[config.mk]
export PLATFORM = sky130hd
export DESIGN_NAME = fixed_div_top
export DESIGN_NICKNAME = d
export VERILOG_FILES = /design/src/common/fixp_pkg.sv /design/src/common/div_pkg.sv /design/src/divider/div_ctrl.sv /design/src/divider/div_iter_counter.sv /design/src/divider/divu_datapath.sv /design/src/source/fixed_div_top.sv /design/src/source/q_convert.sv /design/src/source/sign_unit.sv
export VERILOG_INCLUDE_DIRS = /design/src /design/src/common
export SDC_FILE = /design/constraint.sdc
export NUM_CORES = 1
export LEC_CHECK = 0
export BUFFER_PORTS_ARGS = -buffer_cell sky130_fd_sc_hd__buf_2
export CAP_MARGIN = 20
export CORE_ASPECT_RATIO = 1.25
export CORE_MARGIN = 1.5
export CORE_UTILIZATION = 35
export DETAILED_ROUTE_END_ITERATION = 10
export PLACE_DENSITY_LB_ADDON = 0.05
export SLEW_MARGIN = 40
export SYNTH_ARGS = -nofsm -noshare
export SYNTH_HDL_FRONTEND = slang
export SYNTH_HIERARCHICAL = 1
export SYNTH_SLANG_ARGS = --single-unit
[constraint.sdc]
create_clock -name clk -period 5 [get_ports clk]
set_input_delay 0.25 -clock clk [delete_from_list [all_inputs] [get_ports clk]]
set_output_delay 0.25 -clock clk [all_outputs]
set_load 0.01 [all_outputs]
[src/common/fixp_defs.svh]
`ifndef FIXP_DEFS_SVH
`define FIXP_DEFS_SVH

// ------------------------------------------------------------
// input operand format, signed Q8.8
// ------------------------------------------------------------
`define DIV_INPUT_I  8      // integer bits, sign included
`define DIV_INPUT_F  8      // fraction bits

// ------------------------------------------------------------
// output quotient format, signed Q10.6
// ------------------------------------------------------------
`define OUTPUT_VEC_I 10     // integer bits, sign included
`define OUTPUT_VEC_F 6      // fraction bits

// divider loop: 15 magnitude bits plus 8 fraction bits
`define DIV_ITER     23     // shift-subtract iterations
`define DIV_CNT_W    5      // counter bits, holds 0..DIV_ITER-1

`endif

[src/common/fixp_pkg.sv]
`include "fixp_defs.svh"

package fixp_pkg;

    // ------------------------------------------------------------
    // operand side
    // ------------------------------------------------------------

    // signed Q8.8 operand
    typedef logic signed [`DIV_INPUT_I+`DIV_INPUT_F-1:0] div_in_t;

    // unsigned magnitude, operand width less the sign
    typedef logic [`DIV_INPUT_I+`DIV_INPUT_F-2:0] mag_t;

    // ------------------------------------------------------------
    // result side
    // ------------------------------------------------------------

    // signed Q10.6 quotient sent downstream
    typedef logic signed [`OUTPUT_VEC_I+`OUTPUT_VEC_F-1:0] quo_out_t;

endpackage

[src/common/div_pkg.sv]
package div_pkg;

    // ------------------------------------------------------------
    // controller
    // ------------------------------------------------------------
    typedef enum logic [1:0] {
        IDLE = 2'd0,    // waiting for a request, rdy_out high
        RUN  = 2'd1,    // capture, load and loop steps
        HOLD = 2'd2     // result valid, waiting on downstream
    } div_state_e;

    // ------------------------------------------------------------
    // upstream request
    // ------------------------------------------------------------
    typedef struct packed {
        fixp_pkg::div_in_t num;     // numerator, Q8.8
        fixp_pkg::div_in_t den;     // denominator, Q8.8
    } div_req_t;

    // ------------------------------------------------------------
    // captured operands, sign split off
    // ------------------------------------------------------------
    typedef struct packed {
        logic           q_sign;     // sign of the quotient
        fixp_pkg::mag_t num_mag;    // |numerator|
        fixp_pkg::mag_t den_mag;    // |denominator|
    } operand_t;

endpackage

[src/divider/div_ctrl.sv]
`timescale 1ns/100ps

module div_ctrl (
    input  logic clk,
    input  logic rst,
    input  logic vld_in,        // upstream request valid
    input  logic rdy_in,        // downstream can take the result
    input  logic last,          // final loop iteration
    output logic rdy_out,       // free for a new request
    output logic vld_out,       // result on the output
    output logic accept,        // upstream transfer this cycle
    output logic load,          // seed the loop
    output logic step           // one loop iteration
);

    div_pkg::div_state_e state;
    div_pkg::div_state_e state_nxt;
    logic                cap_q;     // operands captured last edge

    // ------------------------------------------------------------
    // handshake
    // ------------------------------------------------------------
    assign rdy_out = (state == div_pkg::IDLE);      // from state only
    assign vld_out = (state == div_pkg::HOLD);
    assign accept  = vld_in && rdy_out;
    assign step    = (state == div_pkg::RUN) && !cap_q && !load;   // after seed

    // ------------------------------------------------------------
    // next state
    // ------------------------------------------------------------
    always_comb begin
        state_nxt = state;
        case (state)
            div_pkg::IDLE: begin
                if (accept) begin
                    state_nxt = div_pkg::RUN;
                end
            end
            div_pkg::RUN: begin
                if (step && last) begin     // result lands this edge
                    state_nxt = div_pkg::HOLD;
                end
            end
            div_pkg::HOLD: begin
                if (rdy_in) begin           // taken downstream
                    state_nxt = div_pkg::IDLE;
                end
            end
            default: state_nxt = div_pkg::IDLE;
        endcase
    end

    always_ff @(posedge clk or posedge rst) begin
        if (rst) begin
            state <= div_pkg::IDLE;
            cap_q <= 1'b0;
            load  <= 1'b0;
        end else begin
            state <= state_nxt;
            cap_q <= accept;        // capture cycle
            load  <= cap_q;         // seed after capture, one pulse
        end
    end

    // ------------------------------------------------------------
    // checks
    // ------------------------------------------------------------
    a_vld_hold: assert property (@(posedge clk) disable iff (rst)
        vld_out && !rdy_in |=> vld_out)
        else $error("vld_out dropped under back-pressure");

    a_load_step: assert property (@(posedge clk) disable iff (rst)
        load |-> !step ##1 step)
        else $error("load overlaps step or loop did not start");

endmodule

[src/divider/div_iter_counter.sv]
`timescale 1ns/100ps
`include "fixp_defs.svh"

module div_iter_counter (
    input  logic clk,
    input  logic rst,
    input  logic load,      // clear for a new division
    input  logic step,      // one iteration done
    output logic last       // current step is the final one
);

    localparam int CNT_W = `DIV_CNT_W;
    localparam logic [CNT_W-1:0] CNT_LAST = CNT_W'(`DIV_ITER - 1);

    logic [CNT_W-1:0] cnt;      // completed iterations

    assign last = (cnt == CNT_LAST);

    always_ff @(posedge clk or posedge rst) begin
        if (rst) begin
            cnt <= '0;
        end else if (load) begin
            cnt <= '0;
        end else if (step) begin
            if (last) begin
                cnt <= '0;      // wrap, loop finished
            end else begin
                cnt <= cnt + 1'b1;
            end
        end
    end

    // counter stays inside the loop range
    a_cnt_range: assert property (@(posedge clk) disable iff (rst)
        cnt <= CNT_LAST)
        else $error("iteration count past DIV_ITER-1");

endmodule

[src/divider/divu_datapath.sv]
`timescale 1ns/100ps
`include "fixp_defs.svh"

module divu_datapath (
    input  logic              clk,
    input  logic              rst,
    input  logic              load,     // seed from operand
    input  logic              step,     // resolve one quotient bit
    input  div_pkg::operand_t operand,
    input  logic              last,     // final step, register result
    output fixp_pkg::mag_t    quo_mag
);

    localparam int MAG_W = $bits(fixp_pkg::mag_t);
    localparam int QUO_W = `DIV_ITER;     // full quotient incl overflow bits

    fixp_pkg::mag_t   div_r;        // divisor copy
    fixp_pkg::mag_t   dvd_r;        // dividend bits not yet brought down
    logic [MAG_W:0]   acc;          // partial remainder, one bit wider
    logic [QUO_W-1:0] quo;          // partial quotient
    logic [MAG_W:0]   acc_shl;      // remainder with next dividend bit
    logic [MAG_W:0]   acc_diff;
    logic [MAG_W:0]   acc_next;
    logic [QUO_W-1:0] quo_next;
    logic             q_bit;
    logic             ovf;          // quotient wider than a magnitude

    // ------------------------------------------------------------
    // one restoring iteration
    // ------------------------------------------------------------
    always_comb begin
        acc_shl  = {acc[MAG_W-1:0], dvd_r[MAG_W-1]};   // zeros after the integer part
        acc_diff = acc_shl - {1'b0, div_r};
        q_bit    = (acc_shl >= {1'b0, div_r});         // zero divisor gives all ones
        acc_next = q_bit ? acc_diff : acc_shl;
        quo_next = {quo[QUO_W-2:0], q_bit};
        ovf      = |quo_next[QUO_W-1:MAG_W];
    end

    // ------------------------------------------------------------
    // loop registers
    // ------------------------------------------------------------
    always_ff @(posedge clk) begin
        if (load) begin
            div_r <= operand.den_mag;
            dvd_r <= operand.num_mag;
            acc   <= '0;
            quo   <= '0;
        end else if (step) begin
            dvd_r <= dvd_r << 1;    // next dividend bit to the top
            acc   <= acc_next;
            quo   <= quo_next;
        end
    end

    // result, clamped to full scale on overflow
    always_ff @(posedge clk or posedge rst) begin
        if (rst) begin
            quo_mag <= '0;
        end else if (step && last) begin
            quo_mag <= ovf ? '1 : quo_next[MAG_W-1:0];
        end
    end

endmodule

[src/source/fixed_div_top.sv]
`timescale 1ns/100ps

module fixed_div_top (
    input  logic               clk,
    input  logic               rst,
    // upstream
    input  logic               vld_in,
    output logic               rdy_out,
    input  div_pkg::div_req_t  req,
    // downstream
    output logic               vld_out,
    input  logic               rdy_in,
    output fixp_pkg::quo_out_t quotient
);

    logic               accept;         // transfer edge, operand capture
    logic               load;           // loop seed
    logic               step;           // loop iteration
    logic               last;           // final iteration
    div_pkg::operand_t  operand;        // captured signs and magnitudes
    fixp_pkg::mag_t     quo_mag;        // unsigned quotient
    fixp_pkg::div_in_t  signed_quo;     // signed Q8.8 quotient

    // ------------------------------------------------------------
    // control
    // ------------------------------------------------------------
    div_ctrl u_ctrl (
        .clk     (clk),
        .rst     (rst),
        .vld_in  (vld_in),
        .rdy_in  (rdy_in),
        .last    (last),
        .rdy_out (rdy_out),
        .vld_out (vld_out),
        .accept  (accept),
        .load    (load),
        .step    (step)
    );

    div_iter_counter u_cnt (
        .clk  (clk),
        .rst  (rst),
        .load (load),
        .step (step),
        .last (last)
    );

    // ------------------------------------------------------------
    // data path
    // ------------------------------------------------------------
    sign_unit u_sign (
        .clk        (clk),
        .rst        (rst),
        .accept     (accept),
        .req        (req),
        .operand    (operand),
        .quo_mag    (quo_mag),
        .signed_quo (signed_quo)
    );

    divu_datapath u_divu (
        .clk     (clk),
        .rst     (rst),
        .load    (load),
        .step    (step),
        .operand (operand),
        .last    (last),
        .quo_mag (quo_mag)
    );

    q_convert u_conv (
        .in_q  (signed_quo),
        .out_q (quotient)
    );

endmodule

[src/source/q_convert.sv]
`timescale 1ns/100ps
`include "fixp_defs.svh"

module q_convert (
    input  fixp_pkg::div_in_t  in_q,    // signed Q8.8
    output fixp_pkg::quo_out_t out_q    // signed Q10.6
);

    localparam int IN_W  = $bits(fixp_pkg::div_in_t);
    localparam int OUT_W = $bits(fixp_pkg::quo_out_t);
    localparam int SHIFT = `DIV_INPUT_F - `OUTPUT_VEC_F;   // fraction bits dropped

    localparam logic signed [IN_W-1:0]  IN_FS   = {1'b0, {(IN_W-1){1'b1}}};
    localparam logic signed [IN_W-1:0]  IN_NFS  = -IN_FS;  // 16'h8001
    localparam logic signed [OUT_W-1:0] OUT_MAX = {1'b0, {(OUT_W-1){1'b1}}};
    localparam logic signed [OUT_W-1:0] OUT_MIN = {1'b1, {(OUT_W-1){1'b0}}};

    logic signed [IN_W-1:0]  trunc;     // low fraction bits gone
    logic signed [OUT_W-1:0] ext;       // integer part widened
    logic                    sat_hi;
    logic                    sat_lo;

    // ------------------------------------------------------------
    // format change
    // ------------------------------------------------------------
    assign trunc = in_q >>> SHIFT;      // floor, toward minus infinity
    assign ext   = OUT_W'(trunc);       // sign extension into 10 integer bits

    // ------------------------------------------------------------
    // saturation
    // ------------------------------------------------------------
    // the loop clamps an overflowing magnitude to all ones, so a
    // full scale input stands for a quotient beyond the output range
    assign sat_hi = (in_q == IN_FS);
    assign sat_lo = (in_q <= IN_NFS);   // 16'h8001 and 16'h8000

    always_comb begin
        if (sat_hi) begin
            out_q = OUT_MAX;
        end else if (sat_lo) begin
            out_q = OUT_MIN;
        end else begin
            out_q = ext;
        end
    end

endmodule

[src/source/sign_unit.sv]
`timescale 1ns/100ps

module sign_unit (
    input  logic               clk,
    input  logic               rst,
    input  logic               accept,      // upstream transfer
    input  div_pkg::div_req_t  req,
    output div_pkg::operand_t  operand,     // signs and magnitudes held
    input  fixp_pkg::mag_t     quo_mag,     // unsigned loop result
    output fixp_pkg::div_in_t  signed_quo   // signed Q8.8 quotient
);

    localparam int IN_W = $bits(fixp_pkg::div_in_t);

    fixp_pkg::div_in_t mag_ext;     // magnitude with a zero sign bit

    // ------------------------------------------------------------
    // magnitude of a signed operand
    // ------------------------------------------------------------
    function automatic fixp_pkg::mag_t abs_mag(input fixp_pkg::div_in_t x);
        fixp_pkg::div_in_t neg;
        neg = ~x + 1'b1;
        if (!x[IN_W-1]) begin
            abs_mag = x[IN_W-2:0];          // already positive
        end else if (neg[IN_W-1]) begin
            abs_mag = '1;                   // 16'h8000 has no positive twin
        end else begin
            abs_mag = neg[IN_W-2:0];
        end
    endfunction

    // ------------------------------------------------------------
    // capture on the accepting edge
    // ------------------------------------------------------------
    always_ff @(posedge clk or posedge rst) begin
        if (rst) begin
            operand <= '0;
        end else if (accept) begin
            operand.q_sign  <= req.num[IN_W-1] ^ req.den[IN_W-1];
            operand.num_mag <= abs_mag(req.num);
            operand.den_mag <= abs_mag(req.den);
        end
    end

    // ------------------------------------------------------------
    // sign back onto the quotient
    // ------------------------------------------------------------
    assign mag_ext    = {1'b0, quo_mag};
    assign signed_quo = operand.q_sign ? (~mag_ext + 1'b1) : mag_ext;  // full scale -> 16'h8001

endmodule

==> results.json <==
{
  "wl_per_cell_um": 16.1,
  "rsz0062_at_grt": "false",
  "grt_max_degree": 59,
  "synth_area_leaders": "dfrtp_1 (20%), edfxtp_1 (13%), dfxtp_1 (11%)",
  "synth-seq-cells": 122,
  "yosysMostFrequentCell": "nor2_1",
  "yosysSeqAreaShare_pct": 44.3,
  "period_share_pct": 64.0,
  "r2r-start": "u_divu/div_r[13]",
  "rows": 56,
  "synth-async-reset-ratio_pct": 45.1,
  "via_per_inst": 5.33,
  "core-area_sq_mm": 0.0189,
  "yosys.cell_types.count": 77,
  "htreeDepth": 4,
  "num_vias": 5193,
  "r2r_end": "u_divu/acc[0]",
  "status": "completed",
  "crit_fanout": 4,
  "grt_pass1_vias": 5160,
  "synth_top_cell_by_area": "dfrtp_1",
  "syn-num-nets": 761,
  "synth_ff_type": "dfrtp_1",
  "maxCapViolations": 0,
  "ff2ff_path_depth": 8,
  "clock.fmax_mhz": 312,
  "grt_pass1_wl_um": 26400,
  "ctsResizeCount": 0,
  "drt_iter0_drc": 297,
  "synth_top_family_by_area": "compound AO/OA/AOI/OAI gates",
  "cts_tree": "built",
  "clk_path_buf_depth": 2,
  "slew_violations": 0,
  "antenna_found_initial": 5,
  "cp-start-kind": "flip-flop",
  "routabilityCongestion": 0.826,
  "start_util_pct": 36.0,
  "criticalPathCategory": "flip-flop to primary output",
  "synth_xor_area_share_pct": 5.14,
  "relSlewSlack_pct": 46.4,
  "n_fill_cell": 1897,
  "synth_compound_area_share_pct": 17.5,
  "ys_warn_count": 6,
  "setup_tns_ns": 0,
  "crit_required_ns": 4.75,
  "cp-end-kind": "primary output",
  "muxShareOfSynthArea_pct": 5.86,
  "hpwl_um": 11100,
  "portBuffers": 53,
  "ant_nets": 0,
  "skew_ns": 0.0101,
  "crit_start": "u_divu/quo_mag[4]",
  "hold_class": "input pin to flip-flop",
  "routed_wl_um": 15700,
  "postCtsSetupBuffers": 0,
  "tightest_slew_ns": 0.802,
  "nNetsFinal": 784,
  "synth_commonest_cells": "nor2_1 (81), dfrtp_1 (55), inv_1 (41), nand2_1 (40), dfxtp_1 (37)",
  "finalCriticalPeriod_ns": 3.20,
  "drc": 0,
  "regArea_sq_mm": 0.00302,
  "dpl_worst_slack_ns": 2.13,
  "layout-drive-gt1-share_pct": 18.8,
  "synthesis.area_sq_mm": 0.00682,
  "vdd_drop_max_uv": 356,
  "netlist.area_leader.share_pct": 20.2,
  "p_leak_nw": 3.33,
  "fin_ws_ns": 1.80,
  "cts.sinks": 122,
  "r2r_slack_ns": 2.11,
  "drt_first_pass_iters": 4,
  "flow.area_growth_from_synthesis_pct": 13.9,
  "hold-worst-slack_ns": 0.116,
  "die_h_um": 159,
  "setup_viol": 0,
  "die-area_sq_mm": 0.0203,
  "clk_pin_slew_ns": 0.06,
  "grt_usage_pct": 16.2,
  "synth_adder_area_share_pct": 3.96,
  "grt_overflow": 0,
  "synth_area_per_cell_sq_um": 9.68,
  "hold_violations": 0,
  "multi_input_area_sq_mm": 0.00340,
  "postCtsHoldBufs": 1,
  "powerDensity_mw_per_mm2": 706,
  "worstSetupEndpoint": "quotient[14]",
  "synthSimpleGateAreaFrac_pct": 17.5,
  "die_width_um": 128,
  "cts_buffers": 17,
  "worstPathArrival_ns": 2.95,
  "worstSkewPairLatency_ns": 0.42,
  "ios": 54,
  "synth_cells": 704,
  "cts_root_buf": "clkbuf_16",
  "synth_edf_count": 30
}
area by class of cell:
| type | instances | area share, % |
|---|---|---|
| diodes | 3 | 0.0967 |
| clock buffers | 19 | 5.85 |
| clock inverters | 13 | 1.48 |
| inverters | 42 | 2.03 |
| multi-input cells | 485 | 43.9 |
| flip-flops and latches | 122 | 38.9 |
| well taps | 232 | 3.74 |
| repair buffers | 59 | 4.03 |
layer usage:
layer | GRT usage [%] | wire, um | up-vias
met5 | 0 | 12 | -
met4 | 5.41 | 227 | 2
met3 | 4.27 | 593 | 23
met2 | 26.7 | 7760 | 76
met1 | 20.6 | 7120 | 2499
li1 | - | - | 2593
cell families (layout without fill, tap and decap cells):
group	Yosys count	in the layout
AND/OR/NAND/NOR	227	227
multiplexers	38	38
XOR/XNOR	40	40
buffers and inverters	97	133
other	0	3
AO/OA/AOI/OAI	159	159
flip-flops	122	122
adder cells (fa/ha/maj)	21	21
worst min path at each step:
stage	cells past startpoint	from	slack, ns	endpoint
3_5_place_dp	2	rst	0.21	u_ctrl/state[1]
6_report	3	rdy_in	0.12	u_ctrl/state[1]
2_1_floorplan	1	rst	0.02	u_ctrl/cap_q
4_1_cts	3	vld_in	0.09	u_ctrl/state[0]
5_1_grt	3	vld_in	0.11	u_ctrl/state[0]
3_3_place_gp	2	rst	0.19	u_ctrl/cap_q
power breakdown:
part / leakage [nW] / total [W] / internal, W / switching [W]
logic: 1.79 / 0.00241 / 0.00107 / 0.00134
clock network: 0.280 / 0.00118 / 0.000716 / 0.000464
registers: 1.27 / 0.00189 / 0.00155 / 0.000341
total: 3.33 / 0.00548 / 0.00333 / 0.00215
state kept, by name (all words and copies together), names as in the netlist:
signal          cells
u_divu/quo_mag     15
u_ctrl/state        2
u_ctrl/load         1
u_ctrl/cap_q        1
u_divu/dvd_r       15
u_cnt/cnt           5
u_divu/quo         22
u_divu/acc         15
u_sign/operand     31
u_divu/div_r       15
placed cells by master (no fill, tap or decap), types with 5 or more instances in the layout:
cell       instances
nor3_1             9
nand3_1           12
a21o_1             8
a311oi_2           6
xor2_1            21
nand2_1           40
dfrtp_1           54
o21ai_0           26
o31ai_1           11
o41ai_1            6
a31oi_1           24
edfxtp_1          30
or3_1             12
a21oi_1           19
nand4_1           10
a311oi_1           6
buf_2             53
a211oi_1           5
xnor2_1           19
nor2_1            81
mux2_2            15
inv_1             41
o22a_1            15
o21a_1             5
mux2i_1           23
o211ai_1           5
buf_4              5
ha_1              20
nand2b_1           9
nor4_1             9
clkbuf_16         18
dfxtp_1           37
nor3b_1            5
stage by stage:
step                power [W]  util, %  cell area, sq um  instances
floorplan             0.00378        -              6820        704
global placement      0.00429     37.9              7170        939
detailed placement    0.00433     37.9              7170        939
CTS                   0.00554     41.0              7750        972
global route          0.00592     41.0              7760        973
finish                0.00548     41.0              7760        975
worst max-delay path, cell delays in order, from the launching register on:
cell	delay, ns
dfrtp_1	0.41
nor4_1	0.60
nand3_1	0.23
o41ai_1	0.36
xnor2_1	0.24
nand4_1	0.14
nor4_1	0.28
a21o_1	0.14
buf_2	0.14
Power figures use the tool's default switching activity.
